[config.mk]
export PLATFORM = sky130hd
export DESIGN_NAME = ads_result_bank
export DESIGN_NICKNAME = d
export VERILOG_FILES = /design/src/ads_macros.svh /design/src/ads_pkg.sv /design/src/ads_capture.sv /design/src/ads_result_bank.sv
export SDC_FILE = /design/constraint.sdc
export NUM_CORES = 1
export LEC_CHECK = 0
export BUFFER_PORTS_ARGS = -buffer_cell sky130_fd_sc_hd__buf_2
export CORE_UTILIZATION = 40
export CTS_CLUSTER_DIAMETER = 40
export CTS_CLUSTER_SIZE = 40
export DETAILED_ROUTE_END_ITERATION = 8
export GPL_TIMING_DRIVEN = 0
export PLACE_DENSITY = 0.63
export SYNTH_ARGS = -nofsm -noshare
export SYNTH_HDL_FRONTEND = slang
export SYNTH_HIERARCHICAL = 1
export SYNTH_SLANG_ARGS = --single-unit
[constraint.sdc]
create_clock -name i2c_clk -period 0.9 [get_ports i2c_clk]
set_input_delay 0.045 -clock i2c_clk [delete_from_list [all_inputs] [get_ports i2c_clk]]
set_output_delay 0.045 -clock i2c_clk [all_outputs]
set_load 0.02 [all_outputs]
[src/ads_macros.svh]
`ifndef ADS_MACROS_SVH
`define ADS_MACROS_SVH

// ADS122C04 command bytes
`define ADS_CFG0_WREG 8'h40
`define ADS_CMD_START 8'h08
`define ADS_CMD_RDATA 8'h10

// input mux for AINn vs AVSS: base + n * step
`define ADS_MUX_BASE 8'h81
`define ADS_MUX_STEP 8'h10

// control word layout
`define ADS_CTRL_EN_BIT   0
`define ADS_CTRL_MODE_LSB 1

// i2c_clk cycles per quarter of an SCL bit
`define I2C_QTR_CYCLES 1

// bytes per conversion result
`define ADS_SAMPLE_BYTES 3

`endif

[src/ads_pkg.sv]
package ads_pkg;

	// operating mode, ctrl bits 3:1
	typedef enum logic [2:0] {
		MODE_CPU_WR  = 3'd0,
		MODE_CPU_RD  = 3'd1,
		MODE_HW_SCAN = 3'd2
	} ads_mode_e;

	// one I2C transfer from start to stop
	typedef struct packed {
		logic [6:0] dev_addr;
		logic       rw;        // 1 = read
		logic [7:0] cmd;       // register or command byte, writes only
		logic [7:0] data;
		logic       has_data;  // send data after cmd
		logic [1:0] rd_cnt;    // bytes to read
	} i2c_xfer_t;

	typedef struct packed {
		logic       valid;     // one cycle per received byte
		logic [7:0] data;
	} i2c_rx_t;

	typedef struct packed {
		logic ready;
		logic finish;
		logic nack;
	} ads_status_t;

	typedef logic [23:0] adc_sample_t;  // msb first on the bus
	typedef logic [7:0]  reg_byte_t;

endpackage

[src/ads_capture.sv]
`timescale 1ns/10ps

module ads_capture
	import ads_pkg::*;
#(
	parameter type T = reg_byte_t
) (
	input  logic    i2c_clk,
	input  logic    i_rst_n,
	input  i2c_rx_t i_rx,
	input  logic    i_commit,
	output T        o_value
);

	localparam int W = $bits(T);

	logic [W-1:0] shreg;
	logic [W+7:0] joined;  // new byte enters at the bottom

	assign joined = {shreg, i_rx.data};

	always_ff @(posedge i2c_clk or negedge i_rst_n) begin
		if (!i_rst_n) begin
			shreg   <= '0;
			o_value <= '0;
		end else begin
			if (i_rx.valid)
				shreg <= joined[W-1:0];
			if (i_commit)
				o_value <= shreg;  // publish assembled value
		end
	end

endmodule

[src/ads_result_bank.sv]
`timescale 1ns/10ps

module ads_result_bank
	import ads_pkg::*;
(
	input  logic        i2c_clk,
	input  logic        i_rst_n,
	input  i2c_rx_t     i_rx,
	input  logic        i_commit_sample,
	input  logic        i_commit_reg,
	input  logic [1:0]  i_chan,
	output adc_sample_t o_ain0,
	output adc_sample_t o_ain1,
	output adc_sample_t o_ain2,
	output adc_sample_t o_ain3,
	output reg_byte_t   o_rd_data,
	output logic        o_finish
);

	adc_sample_t ain [4];

	// one sample register per channel, only the addressed one publishes
	for (genvar n = 0; n < 4; n++) begin : g_chan
		ads_capture #(.T(adc_sample_t)) u_sample_cap (
			.i2c_clk  (i2c_clk),
			.i_rst_n  (i_rst_n),
			.i_rx     (i_rx),
			.i_commit (i_commit_sample && (i_chan == 2'(n))),
			.o_value  (ain[n])
		);
	end

	ads_capture #(.T(reg_byte_t)) u_reg_cap (
		.i2c_clk  (i2c_clk),
		.i_rst_n  (i_rst_n),
		.i_rx     (i_rx),
		.i_commit (i_commit_reg),
		.o_value  (o_rd_data)
	);

	always_ff @(posedge i2c_clk or negedge i_rst_n) begin
		if (!i_rst_n)
			o_finish <= 1'b0;
		else
			o_finish <= i_commit_sample || i_commit_reg;  // lines up with the outputs
	end

	assign o_ain0 = ain[0];
	assign o_ain1 = ain[1];
	assign o_ain2 = ain[2];
	assign o_ain3 = ain[3];

endmodule

Word level (Yosys, flattened, before mapping)
Index checks and enable logic that the tools add are counted.
W data, S select, Z words.
{ "totals": {"n_memories": 0, "inputBits": 15, "latch_bits": 0, "elab_cells": 20, "ramBits": 0, "mem_bits_ro": 0, "output_inout_bits": 105, "ff_bits": 209} }
{ "op_classes": {"eq_ne": 3, "bitwise": 0, "div": 0, "n_reduce_logical": 6, "shifts": 0, "n_mux": 0, "add_sub_neg": 0, "n_mul": 0, "order_cmp": 0} }
{ "ops": {"columns": ["operator", "n"], "rows": [
  ["$eq A2 B2 Y1 const B", 2],
  ["$logic_and A1 B1 Y1", 4],
  ["$eq A2 B1 Y1 const B", 1],
  ["$logic_not A2 Y1", 1],
  ["$logic_or A1 B1 Y1", 1]
]} }

Depth between registers and ports, before layout
{ "depth": {"ltp_word": 2, "mapped_depth": 4, "mapped_depth_nobuf": 2} }

Cells and area by module
The synthesis kept the hierarchy.
{ "by_module_without_submodules": {"columns": ["mod", "cells_each", "area_each_um2", "seq_area_each_um2", "n_inst"], "rows": [
  ["ads_capture (g_chan[0].u_sample_cap ...)", 102, 1994.4, 1201.2, 4],
  ["ads_capture (u_reg_cap)", 34, 663.1, 400.4, 1],
  ["ads_result_bank", 6, 68.8, 25.0, 1]
]} }

Worst setup path after synthesis
OpenSTA, ideal clock, no wires.
{ "synth_path": {"kind": "input port to flip-flop", "start": "input port i_chan[1]", "end": "register g_chan[1].u_sample_cap/o_value[10] in the netlist's numbering", "required_ns": 0.775, "n_path_buf": 2, "setup_slack_ns": -0.028, "setup_time_ns": 0.125, "cell_stages": 4, "arrival_ns": 0.802, "cell_sequence": "and3b_1 > buf_6 > buf_12 > mux2_4"} }
{ "synth_via": {"elab_chain_len": 2} }
{ "synth_lines": {"columns": ["item", "line", "rtl"], "rows": [
  ["start, declared", "ads_result_bank.sv:11", "input logic [1:0] i_chan,"],
  ["$eq A2 B1 Y1", "ads_result_bank.sv:28", ".i_commit (i_commit_sample && (i_chan == 2'(n))),"],
  ["$logic_and A1 B1 Y1", "ads_result_bank.sv:28", null],
  ["end signal, assigned", "ads_capture.sv:30", "o_value <= shreg;"],
  ["end, declared", "ads_capture.sv:12", "output T o_value"]
]} }
No other way between the ends.
A chain may end at the register's enable or synchronous reset.

Worst setup path after layout
{ "layout_path": {"start": "register g_chan[2].u_sample_cap/o_value[15] in the netlist's numbering", "end": "output port o_ain2[15]"} }
{ "layout_rtl": {"columns": ["item", "line", "rtl"], "rows": [
  ["start, declared", "ads_capture.sv:12", null],
  ["start signal, assigned", "ads_capture.sv:30", null],
  ["end, declared", "ads_result_bank.sv:14", "output adc_sample_t o_ain2,"]
]} }
No word-level cell between the ends.

==> results.yml <==
die:
  ios: 120
  start_util: 0.412
  rows: 53
  die_w_um: 150
  die-area_mm2: 0.0224
  fp.dieH_um: 150
  core_mm2: 0.0212
routing:
  antenna_left: 0
  vias_per_cell: 4.66
  wl_per_cell_um: 18.2
  vias: 4582
  drc: 0
  drtIter0Drc: 106
  routed_wl_mm: 17.9
  firstDrtPassIters: 4
setup_path:
  cp.arrival_ns: 1.11
  crit_cells: 1
  required_ns: 0.85
  reg2regPathDepth: 3
  criticalPathCategory: "register to output port"
  crit_chain: "buf_6"
  cp_max_fo: 2
  worstSetupStartpointType: "register"
  crit_slowest_cell: "dfrtp_1"
  cpLargestDelayFamily: "flip-flops"
  max_stage_delay_ns: 0.43
  crit_buf_inv: 1
  cp-end-kind: "output port"
clocking:
  clock_sinks: 209
  clk_pin_slew_ns: 0.05
  clockRootBuffer: "clkbuf_16"
  numCtsBuffers: 31
  clock_latency_ns: 0.55
  cts_hold_buf: 11
  cts_tree: "yes"
  htree_levels: 1
  clock_path_buffers: 3
logic_synthesis:
  synth_nets: 463
  synth_area_leaders: "dfrtp_1 (60%), mux2_4 (30%), mux2_2 (4.1%), buf_12 (3.7%), buf_6 (1.3%)"
  synth.distinct_cells: 9
  synth_largest_area_cell: "dfrtp_1"
  synth_top_area_share: 0.600
  yosysSeqAreaShare: 0.600
  ys_warn_count: 6
  synthCells: 448
  yosys_register_bits: 209
  syn_area_mm2: 0.00871
  synth_area_per_cell_um2: 19.4
sta:
  maxSlewHeadroom: 0.572
  fin_worst_skew_ns: 0.0293
  finalSetupViolCount: 126
  clock.fmax_mhz: 869
  worst_slew_pin_slew_ns: 0.641
  finalHoldViolCount: 80
  period_minus_slack_ns: 1.15
  slew_viol_final: 0
  fin_hold_ws_ns: -0.510
  layout_setup_ws_ns: -0.251
  rsz0062_at_grt: "true"
  post-route-period-util: 1.28
  totalNegativeSetupSlack_ns: -23.09
placement:
  postPlaceCellArea_mm2: 0.00969
  dp_hpwl_mm: 11.0
  placed_cells: 842
  port_buffers: 118
  gp_congestion: 0.736
power:
  total_power_w: 0.0343
  p_per_area_mw_per_mm2: 2810
  leakage_nw: 5.83
  peakVddDrop_v: 0.00132
grt:
  grt_pass1_wl_mm: 28.3
  grt_max_degree: 130
  grt_pass1_vias: 4982
  grtUsageTotal: 0.164
  grt_antenna_before_repair: 0
  grt-ovfl-total: 0
finish:
  syn2layout_area_growth_pct: 39.8
  layout-drive-gt1-share: 0.684
  diodes: 0
  instances_no_fill: 983
  final_cell_mix: "dfrtp_1 (209), mux2_4 (177), buf_6 (156)"
  final_area_mm2: 0.0122
  final_common_cell: "dfrtp_1"
  nets: 699
status:
  status: "finished with violations"
  violations: "hold timing, setup timing"
worst_hold_path:
  min_path_type: "input port to asynchronous set/reset pin"
job:
  max_cap_violations: 0
-- flip-flops by register name (all words and copies together), names as in the netlist --
name,flops
u_reg_cap/shreg,8
g_chan.u_sample_cap/shreg,96
o_finish,1
g_chan.u_sample_cap/o_value,96
u_reg_cap/o_value,8
-- stage by stage --
| step | utilization | hold slack (ns) | worst slack [ns] |
|---|---|---|---|
| after detailed placement | 0.458 | 0.0693 | -0.350 |
| final | 0.575 | -0.510 | -0.251 |
| after global routing | 0.575 | -0.475 | -0.290 |
| after floorplan | - | -0.251 | -0.0275 |
| after CTS | 0.564 | -0.501 | -0.268 |
| after global placement | 0.456 | 0.280 | -3.59 |
-- cells by family after synthesis --
kind of cell           after synthesis  share of synthesized area
buffers and inverters               26                     0.0497
flip-flops                         209                      0.600
multiplexers                       208                      0.345
AND/OR/NAND/NOR                      5                    0.00503
-- power by group --
part           switching, W  internal (W)  total [W]
registers           0.00159        0.0114     0.0130
clock network       0.00476       0.00663     0.0114
logic               0.00353       0.00638    0.00991
-- area by class of cell --
| class | instances | area, µm² |
|---|---|---|
| Fill cell | 1595 | 8980 |
| Sequential cell | 209 | 5230 |
| Multi-Input combinational cell | 213 | 3060 |
| Timing Repair Buffer | 203 | 2100 |
| Clock buffer | 33 | 793 |
| Buffer | 26 | 433 |
| Tap cell | 275 | 344 |
| Clock inverter | 24 | 211 |
-- synth_stat cells --
cell     instances
dfrtp_1        209
mux2_4         176
mux2_2          32
buf_12          16
buf_6           10
and3b_1          2
and3_2           1
nor3b_2          1
or2_1            1
-- per-layer routing --
metal,GRT usage,up-vias,routed length (µm)
met5,0,-,0
met4,0.0510,0,366
met3,0.0302,34,750
met2,0.262,108,8530
met1,0.227,2376,8260
li1,-,2064,-
-- worst paths after layout --
path,startpoint,to,slack (ns)
min in group i2c_clk,i_chan[0],g_chan[0].u_sample_cap/o_value[0],0.06
min,i_rst_n,g_chan[1].u_sample_cap/shreg[22],-0.51
max in group asynchronous,i_rst_n,g_chan[0].u_sample_cap/shreg[9],0.40
min reg2reg,g_chan[1].u_sample_cap/shreg[23],g_chan[1].u_sample_cap/o_value[23],0.49
max reg2reg,g_chan[3].u_sample_cap/o_value[23],g_chan[3].u_sample_cap/o_value[23],-0.11
max,g_chan[2].u_sample_cap/o_value[15],o_ain2[15],-0.25
-- repair_timing --
item / 4_1_cts / 5_1_grt
setup buffers: 61 / 29
setup endpoints to repair: 105 / 267
resized for setup: 210 / 43
hold endpoints to repair: 193 / 80
pin swaps: 0 / 0
Note: power is estimated with default switching activity, not from simulation.
