### config.mk
export PLATFORM = sky130hd
export DESIGN_NAME = ads_cmd_sequencer
export DESIGN_NICKNAME = d
export VERILOG_FILES = /design/src/ads_pkg.sv /design/src/ads_cmd_sequencer.sv
export VERILOG_INCLUDE_DIRS = /design/src
export SDC_FILE = /design/constraint.sdc
export NUM_CORES = 1
export LEC_CHECK = 0
export BUFFER_PORTS_ARGS = -buffer_cell sky130_fd_sc_hd__buf_2
export CAP_MARGIN = 20
export CORE_MARGIN = 2
export CORE_UTILIZATION = 38
export CTS_CLUSTER_DIAMETER = 40
export DETAILED_ROUTE_END_ITERATION = 10
export HOLD_SLACK_MARGIN = 0.08
export PLACE_DENSITY = 0.85
export SLEW_MARGIN = 20
export SYNTH_ARGS = -nofsm -noshare
export SYNTH_HDL_FRONTEND = slang
export SYNTH_SLANG_ARGS = --single-unit
export TNS_END_PERCENT = 30
### constraint.sdc
create_clock -name i2c_clk -period 2.8 [get_ports i2c_clk]
set_clock_uncertainty 0.1 [all_clocks]
set_input_delay 0.28 -clock i2c_clk [delete_from_list [all_inputs] [get_ports i2c_clk]]
set_output_delay 0.28 -clock i2c_clk [all_outputs]
set_load 0.01 [all_outputs]
### src/ads_macros.svh
`ifndef ADS_MACROS_SVH
`define ADS_MACROS_SVH

// ADS122C04 command bytes
`define ADS_CFG0_WREG 8'h40
`define ADS_CMD_START 8'h08
`define ADS_CMD_RDATA 8'h10

// input mux for AINn vs AVSS: base + n * step
`define ADS_MUX_BASE 8'h81
`define ADS_MUX_STEP 8'h10

// control word layout
`define ADS_CTRL_EN_BIT   0
`define ADS_CTRL_MODE_LSB 1

// i2c_clk cycles per quarter of an SCL bit
`define I2C_QTR_CYCLES 1

// bytes per conversion result
`define ADS_SAMPLE_BYTES 3

`endif

### src/ads_pkg.sv
package ads_pkg;

	// operating mode, ctrl bits 3:1
	typedef enum logic [2:0] {
		MODE_CPU_WR  = 3'd0,
		MODE_CPU_RD  = 3'd1,
		MODE_HW_SCAN = 3'd2
	} ads_mode_e;

	// one I2C transfer from start to stop
	typedef struct packed {
		logic [6:0] dev_addr;
		logic       rw;        // 1 = read
		logic [7:0] cmd;       // register or command byte, writes only
		logic [7:0] data;
		logic       has_data;  // send data after cmd
		logic [1:0] rd_cnt;    // bytes to read
	} i2c_xfer_t;

	typedef struct packed {
		logic       valid;     // one cycle per received byte
		logic [7:0] data;
	} i2c_rx_t;

	typedef struct packed {
		logic ready;
		logic finish;
		logic nack;
	} ads_status_t;

	typedef logic [23:0] adc_sample_t;  // msb first on the bus
	typedef logic [7:0]  reg_byte_t;

endpackage

### src/ads_cmd_sequencer.sv
`timescale 1ns/10ps
`include "ads_macros.svh"

module ads_cmd_sequencer
	import ads_pkg::*;
(
	input  logic        i2c_clk,
	input  logic        i_rst_n,
	input  logic [31:0] i_ctrl,
	input  logic [6:0]  i_dev_addr,
	input  logic [7:0]  i_reg_addr,
	input  logic [7:0]  i_w_data,
	input  logic        i_drdy,
	input  logic        i_done,
	input  logic        i_nack,
	output i2c_xfer_t   o_xfer,
	output logic        o_start,
	output logic        o_commit_sample,
	output logic        o_commit_reg,
	output logic [1:0]  o_chan,
	output logic        o_ready,
	output logic        o_nack
);

	typedef enum logic [2:0] {
		SQ_IDLE, SQ_ISSUE, SQ_BUSY, SQ_DRDY, SQ_NEXT
	} seq_st_e;

	typedef enum logic [2:0] {
		STEP_CPU_WR, STEP_RD_PTR, STEP_RD_DATA,
		STEP_MUX, STEP_CONV, STEP_RDATA, STEP_SAMPLE
	} step_e;

	seq_st_e    state;
	step_e      step;
	ads_mode_e  mode;
	logic       en;
	logic       en_q;
	logic       en_rise;
	logic [1:0] chan;     // scan channel, AIN0..AIN3

	assign en      = i_ctrl[`ADS_CTRL_EN_BIT];
	assign mode    = ads_mode_e'(i_ctrl[`ADS_CTRL_MODE_LSB +: 3]);
	assign en_rise = en && !en_q;
	assign o_start = (state == SQ_ISSUE);  // engine is idle here, done already seen
	assign o_ready = (state == SQ_IDLE);
	assign o_chan  = chan;

	// descriptor for the current step, latched by the engine on start
	always_comb begin
		o_xfer          = '0;
		o_xfer.dev_addr = i_dev_addr;
		case (step)
			STEP_CPU_WR: begin
				o_xfer.cmd      = i_reg_addr;
				o_xfer.data     = i_w_data;
				o_xfer.has_data = 1'b1;
			end
			STEP_RD_PTR:  o_xfer.cmd = i_reg_addr;  // pointer write only
			STEP_RD_DATA: begin
				o_xfer.rw     = 1'b1;
				o_xfer.rd_cnt = 2'd1;
			end
			STEP_MUX: begin
				o_xfer.cmd      = `ADS_CFG0_WREG;
				o_xfer.data     = `ADS_MUX_BASE + chan * `ADS_MUX_STEP;
				o_xfer.has_data = 1'b1;
			end
			STEP_CONV:  o_xfer.cmd = `ADS_CMD_START;
			STEP_RDATA: o_xfer.cmd = `ADS_CMD_RDATA;
			default: begin  // sample read
				o_xfer.rw     = 1'b1;
				o_xfer.rd_cnt = 2'(`ADS_SAMPLE_BYTES);
			end
		endcase
	end

	always_ff @(posedge i2c_clk or negedge i_rst_n) begin
		if (!i_rst_n) begin
			state           <= SQ_IDLE;
			step            <= STEP_CPU_WR;
			en_q            <= 1'b0;
			chan            <= 2'd0;
			o_commit_sample <= 1'b0;
			o_commit_reg    <= 1'b0;
			o_nack          <= 1'b0;
		end else begin
			en_q            <= en;
			o_commit_sample <= 1'b0;
			o_commit_reg    <= 1'b0;
			case (state)
				SQ_IDLE: begin
					if (en_rise && mode == MODE_CPU_WR) begin
						step   <= STEP_CPU_WR;
						state  <= SQ_ISSUE;
						o_nack <= 1'b0;
					end else if (en_rise && mode == MODE_CPU_RD) begin
						step   <= STEP_RD_PTR;
						state  <= SQ_ISSUE;
						o_nack <= 1'b0;
					end else if (en && mode == MODE_HW_SCAN) begin
						step   <= STEP_MUX;
						chan   <= 2'd0;
						state  <= SQ_ISSUE;
						o_nack <= 1'b0;
					end
				end
				SQ_ISSUE: state <= SQ_BUSY;
				SQ_BUSY: begin
					if (i_done && i_nack) begin
						o_nack <= 1'b1;  // abort whole operation
						state  <= SQ_IDLE;
					end else if (i_done) begin
						state <= SQ_ISSUE;
						case (step)
							STEP_CPU_WR: begin
								o_commit_reg <= 1'b1;  // finish only, no new byte
								state        <= SQ_IDLE;
							end
							STEP_RD_PTR: step <= STEP_RD_DATA;
							STEP_RD_DATA: begin
								o_commit_reg <= 1'b1;
								state        <= SQ_IDLE;
							end
							STEP_MUX:   step <= STEP_CONV;
							STEP_CONV:  state <= SQ_DRDY;
							STEP_RDATA: step <= STEP_SAMPLE;
							default: begin
								o_commit_sample <= 1'b1;
								state           <= SQ_NEXT;
							end
						endcase
					end
				end
				SQ_DRDY: begin
					if (!i_drdy) begin  // conversion ready
						step  <= STEP_RDATA;
						state <= SQ_ISSUE;
					end
				end
				SQ_NEXT: begin
					// chan held through the commit cycle
					chan  <= chan + 2'd1;
					step  <= STEP_MUX;
					state <= (en && mode == MODE_HW_SCAN) ? SQ_ISSUE : SQ_IDLE;
				end
				default: state <= SQ_IDLE;
			endcase
		end
	end

endmodule

# ---- After elaboration in Yosys (flattened, before gate mapping)
# Index checks and enable logic that the tools add are counted.
dict set report word_totals {
  word_cells 89
  reg_bits 12
  out_inout_bits 34
  in_bits 60
}
dict set report classes {
  muxes 38
  eq_ne 21
  addsub 2
  n_reduce_logical 21
}
# cell count
set ops {}
lappend ops {{$mux 3} 12}
lappend ops {{$pmux 8 s4} 1}
lappend ops {{$pmux 3 s3} 2}
lappend ops {{$pmux 9 s2} 1}
lappend ops {{$eq 3x2->1 const B} 5}
lappend ops {{$pmux 3 s5} 1}
lappend ops {{$mux 1} 14}
lappend ops {{$ne 2x2->1 const B} 6}
lappend ops {{$pmux 3 s4} 1}
lappend ops {{$eq 3x1->1 const B} 3}
lappend ops {{$eq 3x3->1 const B} 3}
lappend ops {{$logic_not 3->1} 3}
lappend ops {{$add 8x6->8 const A} 1}
lappend ops {{$pmux 2 s2} 2}
lappend ops {{$mux 2} 3}
lappend ops {{$reduce_and 3->1} 2}
lappend ops {{$reduce_and 6->1} 1}
lappend ops {{$reduce_or 6->1} 1}
lappend ops {{$logic_and 1x1->1} 5}
lappend ops {{$reduce_or 5->1} 1}
lappend ops {{$ne 4x1->1 const B} 1}
lappend ops {{$ne 4x4->1 const B} 1}
lappend ops {{$reduce_and 4->1} 1}
lappend ops {{$reduce_bool 2->1} 2}
lappend ops {{8 further kinds} 9}

# ---- Longest topological paths before layout
dict set report depth {
  word_depth 6
  depth_mapped 6
  mapped_depth_nobuf 5
}

# ---- Worst setup path before layout
# OpenSTA, ideal clock, no wires.
dict set report synth_path {
  kind {flip-flop to flip-flop}
  start {reg en_q}
  end {reg step[0]}
  stages_incl_launch_ff 5
  synth_period_minus_slack_ns 1.677
  t_required_ns 2.575
  arrival_time_ns 1.452
  n_path_buf 0
  path_slack_ns 1.123
  setup_ns 0.125
  cell_sequence {dfrtp_1 -> or4b_4 -> o31ai_2 -> o221ai_1 -> mux2_4}
}
dict set report synth_between {
  elab_chain_len 6
  word_cells_on_any_way 9
  classes_between {1 x eq/ne; 3 x mux; 5 x reduce/logical}
}
# element line_no
set synth_rtl {}
lappend synth_rtl {{start, declared} ads_cmd_sequencer.sv:38} ;# logic en_q;
lappend synth_rtl {{start signal, assigned} ads_cmd_sequencer.sv:88} ;# en_q <= en;
lappend synth_rtl {{$logic_not 1->1 *} ads_cmd_sequencer.sv:44} ;# assign en_rise = en && !en_q;
lappend synth_rtl {{$logic_and 1x1->1 *} ads_cmd_sequencer.sv:44}
lappend synth_rtl {{$logic_and 1x1->1} ads_cmd_sequencer.sv:97} ;# end else if (en_rise && mode == MODE_CPU_RD) begin
lappend synth_rtl {{$mux 3} ads_cmd_sequencer.sv:97}
lappend synth_rtl {{$mux 3} ads_cmd_sequencer.sv:93} ;# if (en_rise && mode == MODE_CPU_WR) begin
lappend synth_rtl {{$pmux 3 s4} ads_cmd_sequencer.sv:91} ;# case (state)
lappend synth_rtl {{end signal, assigned} ads_cmd_sequencer.sv:94} ;# step <= STEP_CPU_WR;
lappend synth_rtl {{end signal, assigned} ads_cmd_sequencer.sv:98} ;# step <= STEP_RD_PTR;
lappend synth_rtl {{end signal, assigned} ads_cmd_sequencer.sv:102} ;# step <= STEP_MUX;
lappend synth_rtl {{end, declared} ads_cmd_sequencer.sv:35} ;# step_e step;
# Mark *: on every way between the ends. The rest lies on a longest branch, timed or not.
# A chain may end at the register's enable or synchronous reset.

==> run metrics <==
status completed; net switching power 552.5 uW; Die Span Y 53.66 um; cts bufs inserted 3; vias in the first global route 918; Cell Area, Synth 937.1 um^2; post-CTS setup buffer count 0; PD cells 986.0 nW/um^2; io pins 94; CTS tree built; core area 2276 um^2; Cell Area, Placed 1142 um^2; fin crit share 77.74%; reg-to-reg critical path startpoint state[1]; CP bufs+invs 1; maximum vdd drop 512.6 uV; Worst Tran Pin Value 0.7021 ns; area delta synth->final 27.90%; die area 2879 um^2; Data required, critical path 2.42 ns; Max clock buf depth 2; Initial Util 41.18%; P_leak 0.6653 nW; clk sinks 12; via/cell ratio 5.286; clock power share 12.1%; total wire length 2.495 mm; area of the multi-input gates 525.5 um^2; wire length per cell 13.49 um; crit-path leading delay family simple AND/OR/NAND/NOR gates; CP max stage delay 0.64 ns; RSZ-0062 raised after global routing no; Register Area 300.3 um^2; Min Hold Slack 0.2132 ns; post-synthesis sequential area ratio 32.04%; Most used DFF post-synth dfrtp_1; first-pass GRT wire length 3.788 mm; DP HPWL 1.905 mm; Slew Viols, Final 0; post-route DRC violation count 0; Finish-stage setup viols 0; clock latency on the worst-skew pair 0.28 ns; cells after synthesis 114; Synth Net Count 174; Async S/R FF share, synth 100.0%; clock slew at reported path FFs 0.08 ns; combinational power share 57.3%; crit path DAT 1.80 ns; Final Power 1.182 mW; initial antenna violation count 0; Synth Register Bits 12; Max Clk Rate 459.4 MHz; critical path launch point type flop; crit path max-delay cell type nor3_1; setup total negative slack 0 ns; DRT iter0 DRCs 25; total track usage 18.62%; CP Launch Point step[0]; post-route cell area 1199 um^2; final hold viol count 0; syn_area_per_cell 8.221 um^2; Synth Warn # 0; routability cong. 0.8002; sw frac 46.74%; Hold Path Stages 2; Final #Nets 218; share of layout cells above drive strength 1 39.49%; First-pass DRT Iterations 4; crit end category output pin; fin crit period 2.177 ns; CP Cell Sequence nor3_1 > a22o_1 > buf_2; Final ANT Viol Nets 0; PortBufs 51; root buffer cell clkbuf_4; hold crit path type in2reg; number of flops mapped to enable cells by yosys 0; critical path type reg2out; Worst Path Max Fanout 11; std cell rows 17; # Max-Cap Violations 0; H-tree depth 1; cells on worst reg2reg path 4; Rel. slew slack 52.84%; largest net degree at the start of global routing 15; hold path start i_done; fillers 207; synth unique cells 36; Int Power 629.4 uW; via count 978; Levels on crit path 3; ANT cells 0; die width 53.66 um; grt total ovfl 0; Sequential Power Share 30.6%
worst register-to-register path, cell delays in order, from the launching register on:
cell	delay (ns)
dfrtp_1	0.52
nor2_2	0.37
inv_1	0.10
o32ai_2	0.23
mux2_2	0.38
Yosys cell counts (all sizes together), types with 2 or more instances:
cell    number  area (um^2)
nor3         3        15.01
a31oi        2        12.51
a21oi        5        25.02
a22o         3        26.28
and2        10        62.56
dfrtp       12        300.3
clkbuf       2        7.510
nor2        12        47.55
buf         12        77.57
mux2i        3        30.03
mux2         2        26.27
a21o         3        22.52
o21ai        7        35.03
a21boi       2        15.01
nand2        6        22.52
and3         5        31.28
nand3        3        15.01
inv          7        26.28
path summary, 6_finish.rpt:
check / slack, ns / end
max: 0.62 / o_xfer[7]
min: 0.21 / o_commit_sample
max reg2reg: 1.00 / step[1]
min reg2reg: 0.46 / o_chan[1]
max in group asynchronous: 2.08 / state[2]
min in group asynchronous: 0.31 / state[1]
cell usage in the layout, fill, tap and decap left out, types with 2 or more instances in the layout:
master,count
buf_2,51
dfrtp_1,12
nor2_1,11
and2_1,10
inv_1,7
o21ai_0,7
nand2_1,6
and3_1,5
a21oi_1,5
nor3_1,3
a21o_1,3
a22o_1,3
mux2i_1,3
nand3_1,3
clkbuf_4,3
a21boi_0,2
a31oi_1,2
dlygate4sd3_1,2
per-stage QoR:
step | util [%] | instances | worst slack [ns]
6_report | 52.67 | 185 | 0.6233
5_1_grt | 52.67 | 185 | 0.5333
3_5_place_dp | 50.19 | 179 | 0.9448
4_1_cts | 52.67 | 185 | 0.6366
3_3_place_gp | 50.19 | 179 | 1.025
2_1_floorplan | - | 114 | 1.123
cell type report:
class / count / area share [%]
clock buffers: 4 / 3.027
inverters: 7 / 2.192
multi-input cells: 81 / 43.84
flip-flops and latches: 12 / 25.05
well taps: 28 / 2.923
repair buffers: 53 / 22.96
power by group through the flow:
stage	clock network (mW)	registers [mW]	logic, mW
floorplan	0	0.277	0.547
global placement	0	0.353	0.645
detailed placement	0	0.362	0.670
CTS	0.141	0.358	0.679
global route	0.150	0.375	0.751
finish	0.143	0.362	0.677
cells by family (layout without fill, tap and decap cells):
family | after synthesis | count (layout) | synth area share (%)
AO/OA/AOI/OAI | 30 | 30 | 23.36
buffers and inverters | 21 | 64 | 11.88
flip-flops | 12 | 12 | 32.04
multiplexers | 5 | 5 | 6.008
AND/OR/NAND/NOR | 46 | 46 | 26.70
routing by layer:
| layer | part of all wire, % | up-vias | global-route usage (%) |
|---|---|---|---|
| met5 | 0 | - | 0 |
| met2 | 51 | 51 | 33.94 |
| met4 | 0.92 | 0 | 11.54 |
| met3 | 7.0 | 2 | 3.611 |
| met1 | 41 | 443 | 19.34 |
| li1 | - | 482 | - |
what timing repair did:
item | 4_1_cts | 5_1_grt
hold buffers | 2 | 0
resized for setup | 0 | 0
hold endpoints to repair | 13 | 0
Note: power is estimated with default switching activity, not from simulation.
